**src/rtl/pkt_buf_consts.svh**
```systemverilog
// packet beat buffer constants

`ifndef PKT_BUF_CONSTS_SVH
`define PKT_BUF_CONSTS_SVH

////////////////////////////////////////
// beat field widths
////////////////////////////////////////

`define PB_DAT_BITS 32   // data bus, four bytes.
`define PB_CTL_BITS 8    // sideband control byte.
`define PB_MOD_BITS 2    // valid bytes in last beat, 0 = all four.

////////////////////////////////////////
// storage
////////////////////////////////////////

`define PB_DEPTH 16      // slots, power of two only.
`define PB_DEPTH_BITS 4  // pointer width, log2 of depth.

////////////////////////////////////////
// register map
////////////////////////////////////////

`define PB_REG_CTRL 2'd0   // bit 0 pause.
`define PB_REG_LEVEL 2'd1  // fill count, read only.
`define PB_REG_PKTS 2'd2   // packets sent, read only.
`define PB_REG_ERRS 2'd3   // errored packets sent, read only.

`endif

```
**src/rtl/pkt_buf_pkg.sv**
```systemverilog
// packet beat buffer types

`default_nettype none

`include "pkt_buf_consts.svh"

package pkt_buf_pkg;

  ////////////////////////////////////////
  // beat payload
  ////////////////////////////////////////

  typedef logic [`PB_DAT_BITS-1:0] dat_t;  // beat data.
  typedef logic [`PB_CTL_BITS-1:0] ctl_t;  // control byte.
  typedef logic [`PB_MOD_BITS-1:0] mod_t;  // byte modulus.

  ////////////////////////////////////////
  // storage bookkeeping
  ////////////////////////////////////////

  typedef logic [`PB_DEPTH_BITS-1:0] ptr_t;  // slot pointer.
  typedef logic [`PB_DEPTH_BITS:0] level_t;  // 0 to depth inclusive.

  ////////////////////////////////////////
  // register port
  ////////////////////////////////////////

  typedef logic [1:0] reg_addr_t;
  typedef logic [31:0] reg_data_t;
  typedef logic [31:0] cnt_t;  // wrapping packet counters.

  // credit engine, initial grant then steady return.
  typedef enum logic {
    GRANT,
    RUN
  } credit_state_t;

endpackage

`default_nettype wire

```
**src/rtl/buf_regs.sv**
```systemverilog
// control and status registers

`default_nettype none

`include "pkt_buf_consts.svh"

module buf_regs (
  input  wire logic                   i_clk,
  input  wire logic                   i_rst,
  // register port.
  input  wire logic                   i_reg_wr,
  input  wire logic                   i_reg_rd,
  input  wire pkt_buf_pkg::reg_addr_t i_reg_addr,
  input  wire pkt_buf_pkg::reg_data_t i_reg_wdata,
  output pkt_buf_pkg::reg_data_t      o_reg_rdata,
  output logic                        o_reg_rvalid,
  // egress events from the fifo.
  input  wire logic                   i_pop,
  input  wire logic                   i_eop,
  input  wire logic                   i_err,
  input  wire pkt_buf_pkg::level_t    i_level,
  // control out.
  output logic                        o_pause
);

  import pkt_buf_pkg::*;

  cnt_t pkts;        // popped beats with eop.
  cnt_t errs;        // popped beats with eop and err.
  reg_data_t rd_mux; // read data before the register.

  ////////////////////////////////////////
  // control register
  ////////////////////////////////////////

  always_ff @(posedge i_clk) begin
    if (i_rst) begin
      o_pause <= 1'b0;
    end else if (i_reg_wr && i_reg_addr == `PB_REG_CTRL) begin
      o_pause <= i_reg_wdata[0];  // other addresses read only.
    end
  end

  ////////////////////////////////////////
  // egress counters
  ////////////////////////////////////////

  always_ff @(posedge i_clk) begin
    if (i_rst) begin
      pkts <= '0;
      errs <= '0;
    end else if (i_pop && i_eop) begin
      pkts <= pkts + 1'b1;  // wraps.
      if (i_err) begin
        errs <= errs + 1'b1;
      end
    end
  end

  ////////////////////////////////////////
  // read path
  ////////////////////////////////////////

  always_comb begin
    case (i_reg_addr)
      `PB_REG_CTRL: rd_mux = reg_data_t'(o_pause);
      `PB_REG_LEVEL: rd_mux = reg_data_t'(i_level);  // live count.
      `PB_REG_PKTS: rd_mux = pkts;
      `PB_REG_ERRS: rd_mux = errs;
      default: rd_mux = '0;
    endcase
  end

  // data one cycle after the strobe.
  always_ff @(posedge i_clk) begin
    if (i_rst) begin
      o_reg_rvalid <= 1'b0;
    end else begin
      o_reg_rvalid <= i_reg_rd;
    end
  end

  always_ff @(posedge i_clk) begin
    if (i_reg_rd) begin
      o_reg_rdata <= rd_mux;
    end
  end

endmodule

`default_nettype wire

```
**src/rtl/credit_return.sv**
```systemverilog
// ingress credit engine

`default_nettype none

`include "pkt_buf_consts.svh"

module credit_return (
  input  wire logic i_clk,
  input  wire logic i_rst,
  input  wire logic i_pop,     // beat left at egress.
  output logic      o_credit   // one credit per high cycle.
);

  import pkt_buf_pkg::*;

  credit_state_t state;
  ptr_t gnt_cnt;   // initial credits handed out so far.
  level_t owed;    // pops not yet returned as credit.

  ////////////////////////////////////////
  // grant, then one credit per pop
  ////////////////////////////////////////

  // a beat can already leave while the grant is running. its credit
  // is held in owed and paid back once the grant is done.
  always_ff @(posedge i_clk) begin
    if (i_rst) begin
      state <= GRANT;
      gnt_cnt <= '0;
      owed <= '0;
      o_credit <= 1'b0;
    end else begin
      case (state)
        GRANT: begin
          o_credit <= 1'b1;  // one per slot, back to back.
          gnt_cnt <= gnt_cnt + 1'b1;
          if (i_pop) begin
            owed <= owed + 1'b1;
          end
          if (gnt_cnt == ptr_t'(`PB_DEPTH - 1)) begin
            state <= RUN;  // whole depth granted.
          end
        end
        RUN: begin
          o_credit <= i_pop | (owed != '0);
          // a fresh pop takes the slot, backlog waits.
          if (!i_pop && owed != '0) begin
            owed <= owed - 1'b1;
          end
        end
        default: begin
          state <= GRANT;
        end
      endcase
    end
  end

endmodule

`default_nettype wire

```
**src/rtl/pkt_buf_top.sv**
```systemverilog
// packet beat buffer top level

`default_nettype none

`include "pkt_buf_consts.svh"

module pkt_buf_top (
  input  wire logic                   i_clk,
  input  wire logic                   i_rst,
  // credit based ingress.
  input  wire logic                   i_in_val,
  input  wire pkt_buf_pkg::dat_t      i_in_dat,
  input  wire pkt_buf_pkg::ctl_t      i_in_ctl,
  input  wire pkt_buf_pkg::mod_t      i_in_mod,
  input  wire logic                   i_in_sop,
  input  wire logic                   i_in_eop,
  input  wire logic                   i_in_err,
  output logic                        o_in_credit,
  // ready/valid egress.
  output logic                        o_out_val,
  output pkt_buf_pkg::dat_t           o_out_dat,
  output pkt_buf_pkg::ctl_t           o_out_ctl,
  output pkt_buf_pkg::mod_t           o_out_mod,
  output logic                        o_out_sop,
  output logic                        o_out_eop,
  output logic                        o_out_err,
  input  wire logic                   i_out_rdy,
  // register port.
  input  wire logic                   i_reg_wr,
  input  wire logic                   i_reg_rd,
  input  wire pkt_buf_pkg::reg_addr_t i_reg_addr,
  input  wire pkt_buf_pkg::reg_data_t i_reg_wdata,
  output pkt_buf_pkg::reg_data_t      o_reg_rdata,
  output logic                        o_reg_rvalid
);

  import pkt_buf_pkg::*;

  logic pause;    // regs to fifo.
  logic pop;      // beat accepted at egress.
  level_t level;  // fill count.

  ////////////////////////////////////////
  // beat storage
  ////////////////////////////////////////

  stream_fifo u_fifo (
    .i_clk   (i_clk),
    .i_rst   (i_rst),
    .i_wr    (i_in_val),  // every offered beat is written.
    .i_dat   (i_in_dat),
    .i_ctl   (i_in_ctl),
    .i_mod   (i_in_mod),
    .i_sop   (i_in_sop),
    .i_eop   (i_in_eop),
    .i_err   (i_in_err),
    .i_pause (pause),
    .i_rdy   (i_out_rdy),
    .o_val   (o_out_val),
    .o_dat   (o_out_dat),
    .o_ctl   (o_out_ctl),
    .o_mod   (o_out_mod),
    .o_sop   (o_out_sop),
    .o_eop   (o_out_eop),
    .o_err   (o_out_err),
    .o_pop   (pop),
    .o_level (level)
  );

  ////////////////////////////////////////
  // credits and registers
  ////////////////////////////////////////

  credit_return u_credit (
    .i_clk    (i_clk),
    .i_rst    (i_rst),
    .i_pop    (pop),
    .o_credit (o_in_credit)
  );

  buf_regs u_regs (
    .i_clk        (i_clk),
    .i_rst        (i_rst),
    .i_reg_wr     (i_reg_wr),
    .i_reg_rd     (i_reg_rd),
    .i_reg_addr   (i_reg_addr),
    .i_reg_wdata  (i_reg_wdata),
    .o_reg_rdata  (o_reg_rdata),
    .o_reg_rvalid (o_reg_rvalid),
    .i_pop        (pop),
    .i_eop        (o_out_eop),  // flags of the beat being popped.
    .i_err        (o_out_err),
    .i_level      (level),
    .o_pause      (pause)
  );

endmodule

`default_nettype wire

```
**src/rtl/stream_fifo.sv**
```systemverilog
// stream beat fifo
// register array, one cycle fall-through

`default_nettype none

`include "pkt_buf_consts.svh"

module stream_fifo (
  input  wire logic                  i_clk,
  input  wire logic                  i_rst,
  // write side, no ready, credit protected.
  input  wire logic                  i_wr,
  input  wire pkt_buf_pkg::dat_t     i_dat,
  input  wire pkt_buf_pkg::ctl_t     i_ctl,
  input  wire pkt_buf_pkg::mod_t     i_mod,
  input  wire logic                  i_sop,
  input  wire logic                  i_eop,
  input  wire logic                  i_err,
  // egress steering.
  input  wire logic                  i_pause,
  input  wire logic                  i_rdy,
  // read side.
  output logic                       o_val,
  output pkt_buf_pkg::dat_t          o_dat,
  output pkt_buf_pkg::ctl_t          o_ctl,
  output pkt_buf_pkg::mod_t          o_mod,
  output logic                       o_sop,
  output logic                       o_eop,
  output logic                       o_err,
  // status.
  output logic                       o_pop,
  output pkt_buf_pkg::level_t        o_level
);

  import pkt_buf_pkg::*;

  // err, eop, sop, mod, ctl, dat packed msb first.
  localparam int BEAT_BITS = `PB_DAT_BITS + `PB_CTL_BITS + `PB_MOD_BITS + 3;

  logic [BEAT_BITS-1:0] mem [`PB_DEPTH];  // beat slots.
  logic [BEAT_BITS-1:0] rd_beat;          // head of queue.

  ptr_t rd_ptr;
  ptr_t wr_ptr;
  ptr_t rd_nxt;
  ptr_t wr_nxt;
  logic full;
  logic emp;
  logic wr_en;

  ////////////////////////////////////////
  // storage
  ////////////////////////////////////////

  // guard against a misbehaving sender.
  always_comb begin
    wr_en = i_wr & ~full;
    wr_nxt = wr_ptr + 1'b1;  // wraps at depth.
    rd_nxt = rd_ptr + 1'b1;
  end

  always_ff @(posedge i_clk) begin
    if (wr_en) begin
      mem[wr_ptr] <= {i_err, i_eop, i_sop, i_mod, i_ctl, i_dat};
    end
  end

  // head beat straight from the array, no output register.
  always_comb begin
    rd_beat = mem[rd_ptr];
    {o_err, o_eop, o_sop, o_mod, o_ctl, o_dat} = rd_beat;
  end

  ////////////////////////////////////////
  // handshake
  ////////////////////////////////////////

  always_comb begin
    o_val = ~emp & ~i_pause;  // pause hides the head beat.
    o_pop = o_val & i_rdy;    // beat leaves this cycle.
  end

  ////////////////////////////////////////
  // pointers, flags, level
  ////////////////////////////////////////

  always_ff @(posedge i_clk) begin
    if (i_rst) begin
      rd_ptr <= '0;
      wr_ptr <= '0;
      emp <= 1'b1;
      full <= 1'b0;
      o_level <= '0;
    end else begin
      if (wr_en && o_pop) begin
        // both ends move, flags and level hold.
        wr_ptr <= wr_nxt;
        rd_ptr <= rd_nxt;
      end else if (wr_en) begin
        emp <= 1'b0;
        wr_ptr <= wr_nxt;
        o_level <= o_level + 1'b1;
        if (wr_nxt == rd_ptr) begin
          full <= 1'b1;  // write caught up with read.
        end
      end else if (o_pop) begin
        full <= 1'b0;
        rd_ptr <= rd_nxt;
        o_level <= o_level - 1'b1;
        if (rd_nxt == wr_ptr) begin
          emp <= 1'b1;  // last beat gone.
        end
      end
    end
  end

endmodule

`default_nettype wire

```
**config.mk**
```make
export PLATFORM = sky130hd
export DESIGN_NAME = pkt_buf_top
export DESIGN_NICKNAME = d
export VERILOG_FILES = /design/src/rtl/pkt_buf_pkg.sv /design/src/rtl/buf_regs.sv /design/src/rtl/credit_return.sv /design/src/rtl/pkt_buf_top.sv /design/src/rtl/stream_fifo.sv
export VERILOG_INCLUDE_DIRS = /design/src /design/src/rtl
export SDC_FILE = /design/constraint.sdc
export NUM_CORES = 1
export LEC_CHECK = 0
export BUFFER_PORTS_ARGS = -buffer_cell sky130_fd_sc_hd__buf_2
export CAP_MARGIN = 5
export CELL_PAD_IN_SITES_DETAIL_PLACEMENT = 1
export CELL_PAD_IN_SITES_GLOBAL_PLACEMENT = 2
export CORE_ASPECT_RATIO = 1.25
export CORE_MARGIN = 2
export CORE_UTILIZATION = 53
export CTS_BUF_LIST = sky130_fd_sc_hd__clkbuf_8
export DETAILED_ROUTE_END_ITERATION = 10
export HOLD_SLACK_MARGIN = 0.12
export PLACE_DENSITY_LB_ADDON = 0.12
export RECOVER_POWER = 100
export SYNTH_ARGS = -nofsm -noshare
export SYNTH_HDL_FRONTEND = slang
export SYNTH_HIERARCHICAL = 1
export SYNTH_SLANG_ARGS = --single-unit
export TNS_END_PERCENT = 1
```
**constraint.sdc**
```tcl
create_clock -name i_clk -period 12.5 [get_ports i_clk]
set_input_delay 0.625 -clock i_clk [delete_from_list [all_inputs] [get_ports i_clk]]
set_output_delay 0.625 -clock i_clk [all_outputs]
set_load 0.02 [all_outputs]
```
-- Word level (Yosys, flattened, before mapping)
Memory sizes are Yosys's and may differ from the RTL's. A register that Yosys moved wholly into a read port is not among the register bits.
Index checks and enable logic that the tools add are counted.
W data, S select, Z words.
- shift operators: 0
- bitwise gates (word level): 9
- equal/unequal tests: 10
- multiply operators: 0
- magnitude comparators: 0
- multiplexer cells: 24
- add/sub/neg operators: 9
- div/mod/pow operators: 0
- reductions and logical operators: 17
- operators with widths (operator ; number):
    $pmux W32 S4 ; 1
    $add A32 B1 Y32 const B ; 2
    $mux W4 ; 7
    $mux W5 ; 4
    $add A4 B1 Y4 const B ; 3
    $add A5 B1 Y5 const B ; 2
    $mux W1 ; 10
    $pmux W5 S2 ; 1
    $sub A5 B1 Y5 const B ; 2
    $eq A4 B4 Y1 ; 2
    $reduce_and A2 Y1 ; 4
    $reduce_bool A2 Y1 ; 4
    $ne A2 B2 Y1 const B ; 3
    $reduce_and A3 Y1 ; 2
    $not A1 Y1 ; 5
    $reduce_bool A5 Y1 ; 1
    $eq A2 B2 Y1 const B ; 2
    $eq A4 B4 Y1 const B ; 1
    $logic_and A1 B1 Y1 ; 4
    $and A1 B1 Y1 ; 3
    $eq A2 B1 Y1 const B ; 1
    $logic_not A2 Y1 ; 1
    $ne A2 B1 Y1 const B ; 1
    $pmux W1 S2 ; 1
    2 further kinds ; 2
- memory bits (read-only): 0
- bits in latches: 0
- memories kept: 1
- word-level logic and storage cells: 84
- input port bits: 85
- register bits after elaboration: 124
- output and inout port bits: 80
- memory bits (writable): 720
- memory list (name ; depth ; width ; read ports ; clocked after memory_dff ; write ports ; line ; RTL):
    u_fifo.mem ; 16 ; 45 ; 1 ; 1 ; 1 ; stream_fifo.sv:40 ; logic [BEAT_BITS-1:0] mem [`PB_DEPTH];

-- Depth between registers and ports, before layout
Gate-level depths: netlist of run 1.
- word-level depth: 8
- gate-level depth with buffers: 13
- gate-level depth less buffers: 8

-- By module
The synthesis of run 1 kept the hierarchy.
- by module, submodules not included (module ; area each (um^2) ; cells each ; times used ; seq. area each (um^2)):
    stream_fifo ; 27949.3 ; 1232 ; 1 ; 22001.1
    buf_regs ; 4458.0 ; 447 ; 1 ; 2282.2
    credit_return ; 630.6 ; 68 ; 1 ; 220.2

-- Worst setup path before layout of run 1
No wires, ideal clock.
- path kind: input -> register
- start point: input port i_in_val
- end point: memory u_fifo/mem[3][0] in the netlist's numbering (enable)
- setup time: 503 ps
- stages: 5
- slack: 7790 ps
- arrival time: 4206 ps
- required time: 11997 ps
- path through: nand2b_1 > buf_2 > clkinv_1 > nand2_1 > nor3_1
- word-level cells in the longest chain between the ends: 3
- ends and longest elaborated chain (item ; line ; RTL):
    start: declaration ; pkt_buf_top.sv:11 ; input wire logic i_in_val,
    $and A1 B1 Y1 ; stream_fifo.sv:57 ; wr_en = i_wr & ~full;
    net u_fifo.wr_en ; stream_fifo.sv:49 ; logic wr_en;
    $mux W1 ; stream_fifo.sv:63 ; if (wr_en) begin
    $mux W1 (not written as such) ; stream_fifo.sv:64 ; mem[wr_ptr] <= {i_err, i_eop, i_sop, i_mod, i_ctl, i_dat};
    end: declaration ; stream_fifo.sv:40 ;
The timed path passes the listed nets, and every way through them passes these cells.

==> reports/results.ini, run 1 <==
[run_status]
status = finished, violations left
failed_checks = capacitance limit, slew limit

[logic_synthesis]
yosysWarnings = 6
synthesis.nets = 1851
synth_flop_cell = edfxtp_1
synth_area_per_cell_um2 = 18.91
ys_seq_area_frac = 0.7417
synth_edf_count = 752
synth.cell_area_um2 = 33040
synth_cell_types = 54
async_reset_ff_frac = 0
synth_seq_cells = 848
syn_inst = 1747

[die]
die_area_um2 = 64360
fp.dieW_um = 227.3
row_count = 102
core_region_area_um2 = 61770
initial_core_util = 0.5349
dieHeight_um = 283.1
num_io_pins = 165

[timing]
hold_slack_ns = 0.3298
fin_crit_sh = 0.6406
rsz0062_at_grt = no
timing_worst_slew_pin_value_ns = 4.869
fmax_mhz = 124.9
skew_ns = 0.02790
maxSlewHeadroom = -2.246
period_needed_ns = 8.008
drv_slew = 1120
finalHoldViolCount = 0
setup_viol = 0
tns_ns = 0

[flow_run]
drv_cap = 26

[final_layout]
fillCellCount = 5561
layout_common_cells = edfxtp_1 (752), mux4_2 (181), clkbuf_1 (142)
drive_gt1_frac = 0.1894
fin_nets = 2059
seq_area_um2 = 24510
fin_util = 0.5969
area_delta_synth_final_pct = 11.60
final_common_cell = edfxtp_1
stdcell_area_um2 = 36870
multi_input_area_um2 = 8125

[drt]
drc_errors = 0
viasPerCell = 5.901
vias = 17066
wl_per_cell_um = 26.06
totalWireLength_mm = 75.36
drt-initial-drc-count = 1239
first_pass_iters = 5
ant_nets = 0

[clocking]
cts_root_buffer = clkbuf_8
cts_buffers = 132
cts_buffer_depth = 3
cts_tree = done
clk_pin_slew_worst_paths_ns = 0.07
insertion_delay_ns = 0.78
cts_num_sinks = 848
htree_levels = 4

[pwr]
total_leakage_power_nw = 11.71
ir_drop_uv = 97.26
p_per_area_nw_per_um2 = 152.5

[worst_setup_path]
cpMostUsedCell = clkbuf_1
crit_fanout = 77
path_cells = clkbuf_1 -> mux4_2 -> a22oi_1 -> nand2_1 -> clkbuf_1
required_ns = 11.88
crit_type = flip-flop to output pin
critical_path_arrival_ns = 7.38
critPathLaunchType = flip-flop
cpPeakStageDelay_ns = 3.50
cp-end-kind = output pin
slowest_stage = clkbuf_1

[grt]
antenna_found_initial = 9
grt_pass1_vias = 18566
grt_usage = 0.2440
grt_pass1_wl_mm = 114.0
grt_max_degree = 104
gr-total-overflow = 0

[place]
dpl.hpwl_mm = 38.32
port-buffer-count = 133
place_area_um2 = 34680
place_congestion = 0.7400

[min_path]
worstHoldPathType = input port to flip-flop

[stage by stage]
stage / cells / setup slack (ns) / power [mW]
4_1_cts: 2886 / 7.459 / 5.685
6_report: 2892 / 4.492 / 5.621
3_5_place_dp: 2649 / 7.458 / 3.506
5_1_grt: 2891 / 3.824 / 5.828
3_3_place_gp: 2649 / 7.459 / 3.492
2_1_floorplan: 1747 / 7.790 / 3.394
[sequential cells by signal, indices dropped and copies added, names as in the netlist, 4 cells and up, named ones only]
signal and count:
u_fifo/o_level 5, u_regs/o_reg_rdata 32, u_fifo/wr_ptr 4, u_fifo/mem 720, u_regs/pkts 32, u_regs/errs 32, u_credit/gnt_cnt 4, u_credit/owed 5
u_fifo/rd_ptr 4
[path summary, 6_finish.rpt]
check	start	end	slack (ns)	cells after the start
max reg2reg	flip-flop	u_regs/errs[31]	4.82	9
min reg2reg	u_fifo/full	u_fifo/full	0.51	2
max	flip-flop	o_out_dat[7]	4.49	5
min	i_in_ctl[1]	u_fifo/mem[2][33]	0.33	1
[cells by family (layout without fill, tap and decap cells)]
family	after synthesis	after routing	share of synthesized area
AND/OR/NAND/NOR	339	339	0.05071
XOR/XNOR	69	69	0.01829
buffers and inverters	105	412	0.01428
adder cells (fa/ha/maj)	19	19	0.007650
AO/OA/AOI/OAI	146	146	0.03147
multiplexers	221	221	0.1359
other	0	6	0
flip-flops	848	848	0.7417
[cell type report]
cell class	instances	share of cell area
inverters	16	0.001629
diodes	6	0.0004072
repair buffers	163	0.01833
flip-flops and latches	848	0.6647
clock inverters	96	0.01517
multi-input cells	794	0.2204
clock buffers	137	0.05114
well taps	832	0.02824
[power by group]
group          internal, mW  switching (mW)
registers              3.13          0.0220
clock network          1.12            1.05
logic                 0.118           0.177
[synth_stat cells (all sizes together) (2+ instances only)]
library cell,count,area [um^2]
inv,15,56.30
dfxtp,96,1922
fa,2,40.04
buf,45,246.5
clkbuf,44,165.2
or3,6,37.54
nand2,85,319.1
nand3,23,125.1
a21o,5,37.54
and3,10,62.56
or4,7,52.55
o21ai,11,55.05
mux2i,32,320.3
xor2,35,306.5
nand2b,6,37.54
nor4,5,46.29
nand4b,2,17.52
nor2,99,371.6
a21oi,17,85.08
a22oi,91,683.2
o311ai,2,17.52
a31o,2,17.52
a211oi,6,45.04
nor2b,42,262.8
edfxtp,752,22580
xnor2,34,297.8
a22o,4,35.03
and2,5,31.28
nand3b,3,22.52
nor3,19,100.1
ha,17,212.7
a31oi,2,12.51
mux4,181,4076
and4,5,43.79
nand4,19,118.9
mux2,8,93.83
[timing repair]
item                      CTS  global route
hold buffers                4             0
hold endpoints to repair    3             0
setup buffers               0             0
gates resized for setup     0             0
[worst max-delay path, delay by kind of cell, from the launching register on]
family	cells	cell delay, ns
AO/OA/AOI/OAI	1	0.12
buffers and inverters	2	3.76
flip-flops	1	1.65
multiplexers	1	0.83
AND/OR/NAND/NOR	1	0.22
[metal layers]
| metal | up-vias | GRT usage | wire, um |
|---|---|---|---|
| met1 | 8956 | 0.3127 | 30440 |
| met2 | 506 | 0.4061 | 38510 |
| met4 | 8 | 0.09853 | 2169 |
| met5 | - | 0 | 56 |
| met3 | 149 | 0.05268 | 4179 |
| li1 | 7447 | - | - |
No activity file was read; power rests on OpenSTA's default activity.
==> run 2, diff against run 1 <==
- ABC_AREA: not set -> 1
- CORE_UTILIZATION: 53 -> 43
- clock period: 12.5 -> 8.28 ns (I/O delays scaled with it)
==> reports/results.ini, run 2 <==
[timing]
hold_slack_ns = 0.2334  ; was 0.3298 ns
skew_ns = 0.01872  ; was 0.02790 ns
drv_slew = 1170  ; was 1120
worst_slack_ns = 2.316  ; was 4.492 ns
period_needed_ns = 5.964
timing_worst_slew_pin_value_ns = 4.508  ; was 4.869 ns
fin_crit_sh = 0.7203
tns_ns = 0  ; unchanged
setup_viol = 0  ; unchanged
maxSlewHeadroom = -2.005  ; was -2.246
fmax_mhz = 167.7
finalHoldViolCount = 0  ; unchanged
rsz0062_at_grt = no  ; unchanged

[logic_synthesis]
async_reset_ff_frac = 0  ; unchanged
synth_edf_count = 752  ; unchanged
synth_top_area_cell = edfxtp_1  ; unchanged
yosysTopAreaCellShare = 0.6270  ; was 0.6835
synthAdderAreaFrac = 0.007017  ; was 0.007650
synth_cell_types = 46  ; was 54
yosysMostFrequentCell = edfxtp_1  ; unchanged
synth_commonest_cells = edfxtp_1 (752), inv_1 (492), nand2_1 (412), nand3_1 (333), a21oi_1 (232)  ; was edfxtp_1 (752), mux4_2 (181), nor2_1 (99), dfxtp_1 (96), a22oi_1 (91)
synth_simple_gate_area_share = 0.1200  ; was 0.05071
synth.mux.area_fraction = 0  ; was 0.1359
ys_seq_area_frac = 0.6803  ; was 0.7417
synth_flop_cell = edfxtp_1  ; unchanged
synth_compound_area_frac = 0.1090  ; was 0.03147
synth.cell_area_um2 = 36020  ; was 33040 um^2
syn_inst = 3168  ; was 1747
synth_area_per_cell_um2 = 11.37  ; was 18.91 um^2
synthesis.nets = 3272  ; was 1851
synth_seq_cells = 848  ; unchanged
synth_top_family_by_area = simple AND/OR/NAND/NOR gates  ; was multiplexers
yosysWarnings = 6  ; unchanged
synth_area_leaders = edfxtp_1 (63%), dfxtp_1 (5.3%), inv_1 (5.1%), nand3_1 (4.6%), nand2_1 (4.3%)  ; was edfxtp_1 (68%), mux4_2 (12%), dfxtp_1 (5.8%), a22oi_1 (2.1%), nor2_1 (1.1%)
synth_xor_area_frac = 0.002189  ; was 0.01829

[grt]
use_met2 = 0.4121  ; was 0.4061
grt_pass1_wl_mm = 149.3  ; was 114.0 mm
use_met3 = 0.03621  ; was 0.05268
busiest_layer = met2  ; unchanged
grt_max_degree = 257  ; was 104
gr-total-overflow = 0  ; unchanged
antenna_found_initial = 2  ; was 9
grt_usage = 0.2277  ; was 0.2440
grt_pass1_vias = 25876  ; was 18566
grtUsageMet1 = 0.2762  ; was 0.3127

[die]
fp.dieW_um = 262.9  ; was 227.3 um
core_region_area_um2 = 82970  ; was 61770 um^2
row_count = 118  ; was 102
die_area_um2 = 86110  ; was 64360 um^2
initial_core_util = 0.4341  ; was 0.5349
dieHeight_um = 327.6  ; was 283.1 um
num_io_pins = 165  ; unchanged

[drt]
wl_per_cell_um = 21.40  ; was 26.06 um
ant_nets = 0  ; unchanged
first_pass_iters = 5  ; unchanged
vias = 24403  ; was 17066
totalWireLength_mm = 97.52  ; was 75.36 mm
drt-initial-drc-count = 1334  ; was 1239
viasPerCell = 5.355  ; was 5.901
drc_errors = 0  ; unchanged

[final_layout]
layout_common_cells = edfxtp_1 (752), inv_1 (537), nand2_1 (416)  ; was edfxtp_1 (752), mux4_2 (181), clkbuf_1 (142)
fin_nets = 3468  ; was 2059
largest_reg_flops = 720  ; unchanged
area_delta_synth_final_pct = 11.18  ; was 11.60%
final_common_cell = edfxtp_1  ; unchanged
top_register = u_fifo/mem  ; unchanged
drive_gt1_frac = 0.07281  ; was 0.1894

[worst_setup_path]
critical_path_arrival_ns = 6.30  ; was 7.38 ns
crit_fanout = 26  ; was 77
cp-end-kind = flip-flop  ; was output pin
required_ns = 8.62  ; was 11.88 ns
crit_type = flip-flop to flip-flop  ; was flip-flop to output pin
ff2ff_setup_slack_ns = 2.32  ; was 4.82 ns
critPathLaunchType = flip-flop  ; unchanged

[clocking]
cts_tree = done  ; unchanged
cts_buffer_depth = 3  ; unchanged
postCtsSetupRepairBufs = 0  ; unchanged
cts_resized = 0  ; unchanged
clk_pin_slew_worst_paths_ns = 0.06  ; was 0.07 ns
cts_buffers = 141  ; was 132
hold_buffers = 50  ; was 4
htree_levels = 4  ; unchanged
insertion_delay_ns = 0.78  ; about the same
cts_root_buffer = clkbuf_8  ; unchanged
cts_num_sinks = 848  ; unchanged

[pwr]
pwr-share-comb = 0.077  ; was 0.052
ir_drop_uv = 155.4  ; was 97.26 uV
power_switching_share = 0.2470  ; was 0.2230
switchingPower_mw = 2.185  ; was 1.254 mW
p_per_area_nw_per_um2 = 221.0  ; was 152.5 nW/um^2
power_frac_clock = 0.383  ; was 0.387
power_mw = 8.849  ; was 5.621 mW
p_int_mw = 6.663  ; was 4.368 mW
total_leakage_power_nw = 14.27  ; was 11.71 nW
seq_power_share = 0.540  ; was 0.560

[place]
post-place-ws_ns = 4.257  ; was 7.458 ns
port-buffer-count = 133  ; unchanged
dpl.hpwl_mm = 52.95  ; was 38.32 mm
place_congestion = 0.8282  ; was 0.7400

[min_path]
worstHoldPathType = input port to flip-flop  ; unchanged

[flow_run]
drv_cap = 29  ; was 26

[run_status]
status = finished, violations left  ; unchanged
failed_checks = capacitance limit, slew limit  ; unchanged

[run 2: cell types whose count changed after synthesis, moves of 32 or more]
cell | before | now
inv_1 | 15 | 492
mux2i_1 | 32 | 0
a22oi_1 | 91 | 0
o21ai_0 | 11 | 122
nor2b_1 | 42 | 0
mux4_2 | 181 | 0
a21oi_1 | 17 | 232
nand3_1 | 21 | 333
buf_2 | 23 | 56
o21ai_1 | 0 | 102
xnor2_1 | 34 | 2
o211ai_1 | 1 | 172
buf_6 | 2 | 47
nand2_1 | 85 | 412
[run 2: final timing paths]
| check | start | end | cells past startpoint |
|---|---|---|---|
| worst max-delay path | u_fifo/full | u_fifo/mem[13][3] | 6 |
| worst min-delay path | i_reg_addr[0] | u_regs/o_reg_rdata[16] | 4 |
| worst max register to register | u_fifo/full | u_fifo/mem[13][3] | 6 |
| worst min register to register | u_regs/errs[20] | u_regs/errs[20] | 1 |
[run 2: routing by layer]
layer,wire length (um),vias up,part of all wire
met2,50730,409,0.52
li1,-,11430,-
met4,2455,2,0.025
met1,41260,12402,0.42
met5,11,-,0.00011
met3,3068,160,0.031
[run 2: through the flow]
stage | instance area, um^2 | util | std cells
after floorplan | 36020 | - | 3168
after global placement | 37380 | 0.4505 | 4251
after detailed placement | 37380 | 0.4505 | 4251
after CTS | 40440 | 0.4873 | 4555
after global routing | 40040 | 0.4826 | 4557
final | 40040 | 0.4826 | 4557
[run 2: kinds of logic (layout without fill, tap and decap cells)]
logic type,after synthesis,in the layout
DFF,848,848
xor gates and xnor gates,9,9
AOI/OAI and AO/OA,670,670
other,0,2
and+or+nand+nor,959,959
adders and majority gates,19,19
buffers and inverters,663,970
[run 2: power by group through the flow]
stage	Clock (mW)	Combinational (mW)	Sequential [mW]
finish	3.39	0.682	4.78
global route	3.69	0.758	4.78
CTS	3.51	0.712	4.77
detailed placement	0	0.687	4.86
global placement	0	0.660	4.85
floorplan	0	0.450	4.85
[run 2: cell type report]
cell class	count	area (um^2)
fillers	8940	42930
flip-flops and latches	848	24510
multi-input cells	1657	8522
clock buffers	151	2078
inverters	501	1884
well taps	1080	1351
repair buffers	215	1212
clock inverters	103	475.5
diodes	2	5.005
[run 2: critical path: stages (launching register included)]
cell	delay (ns)
dfxtp_1	0.31
inv_1	0.05
nand2_1	0.32
inv_1	0.36
nand2_1	0.26
nor2_1	2.21
clkbuf_1	1.96
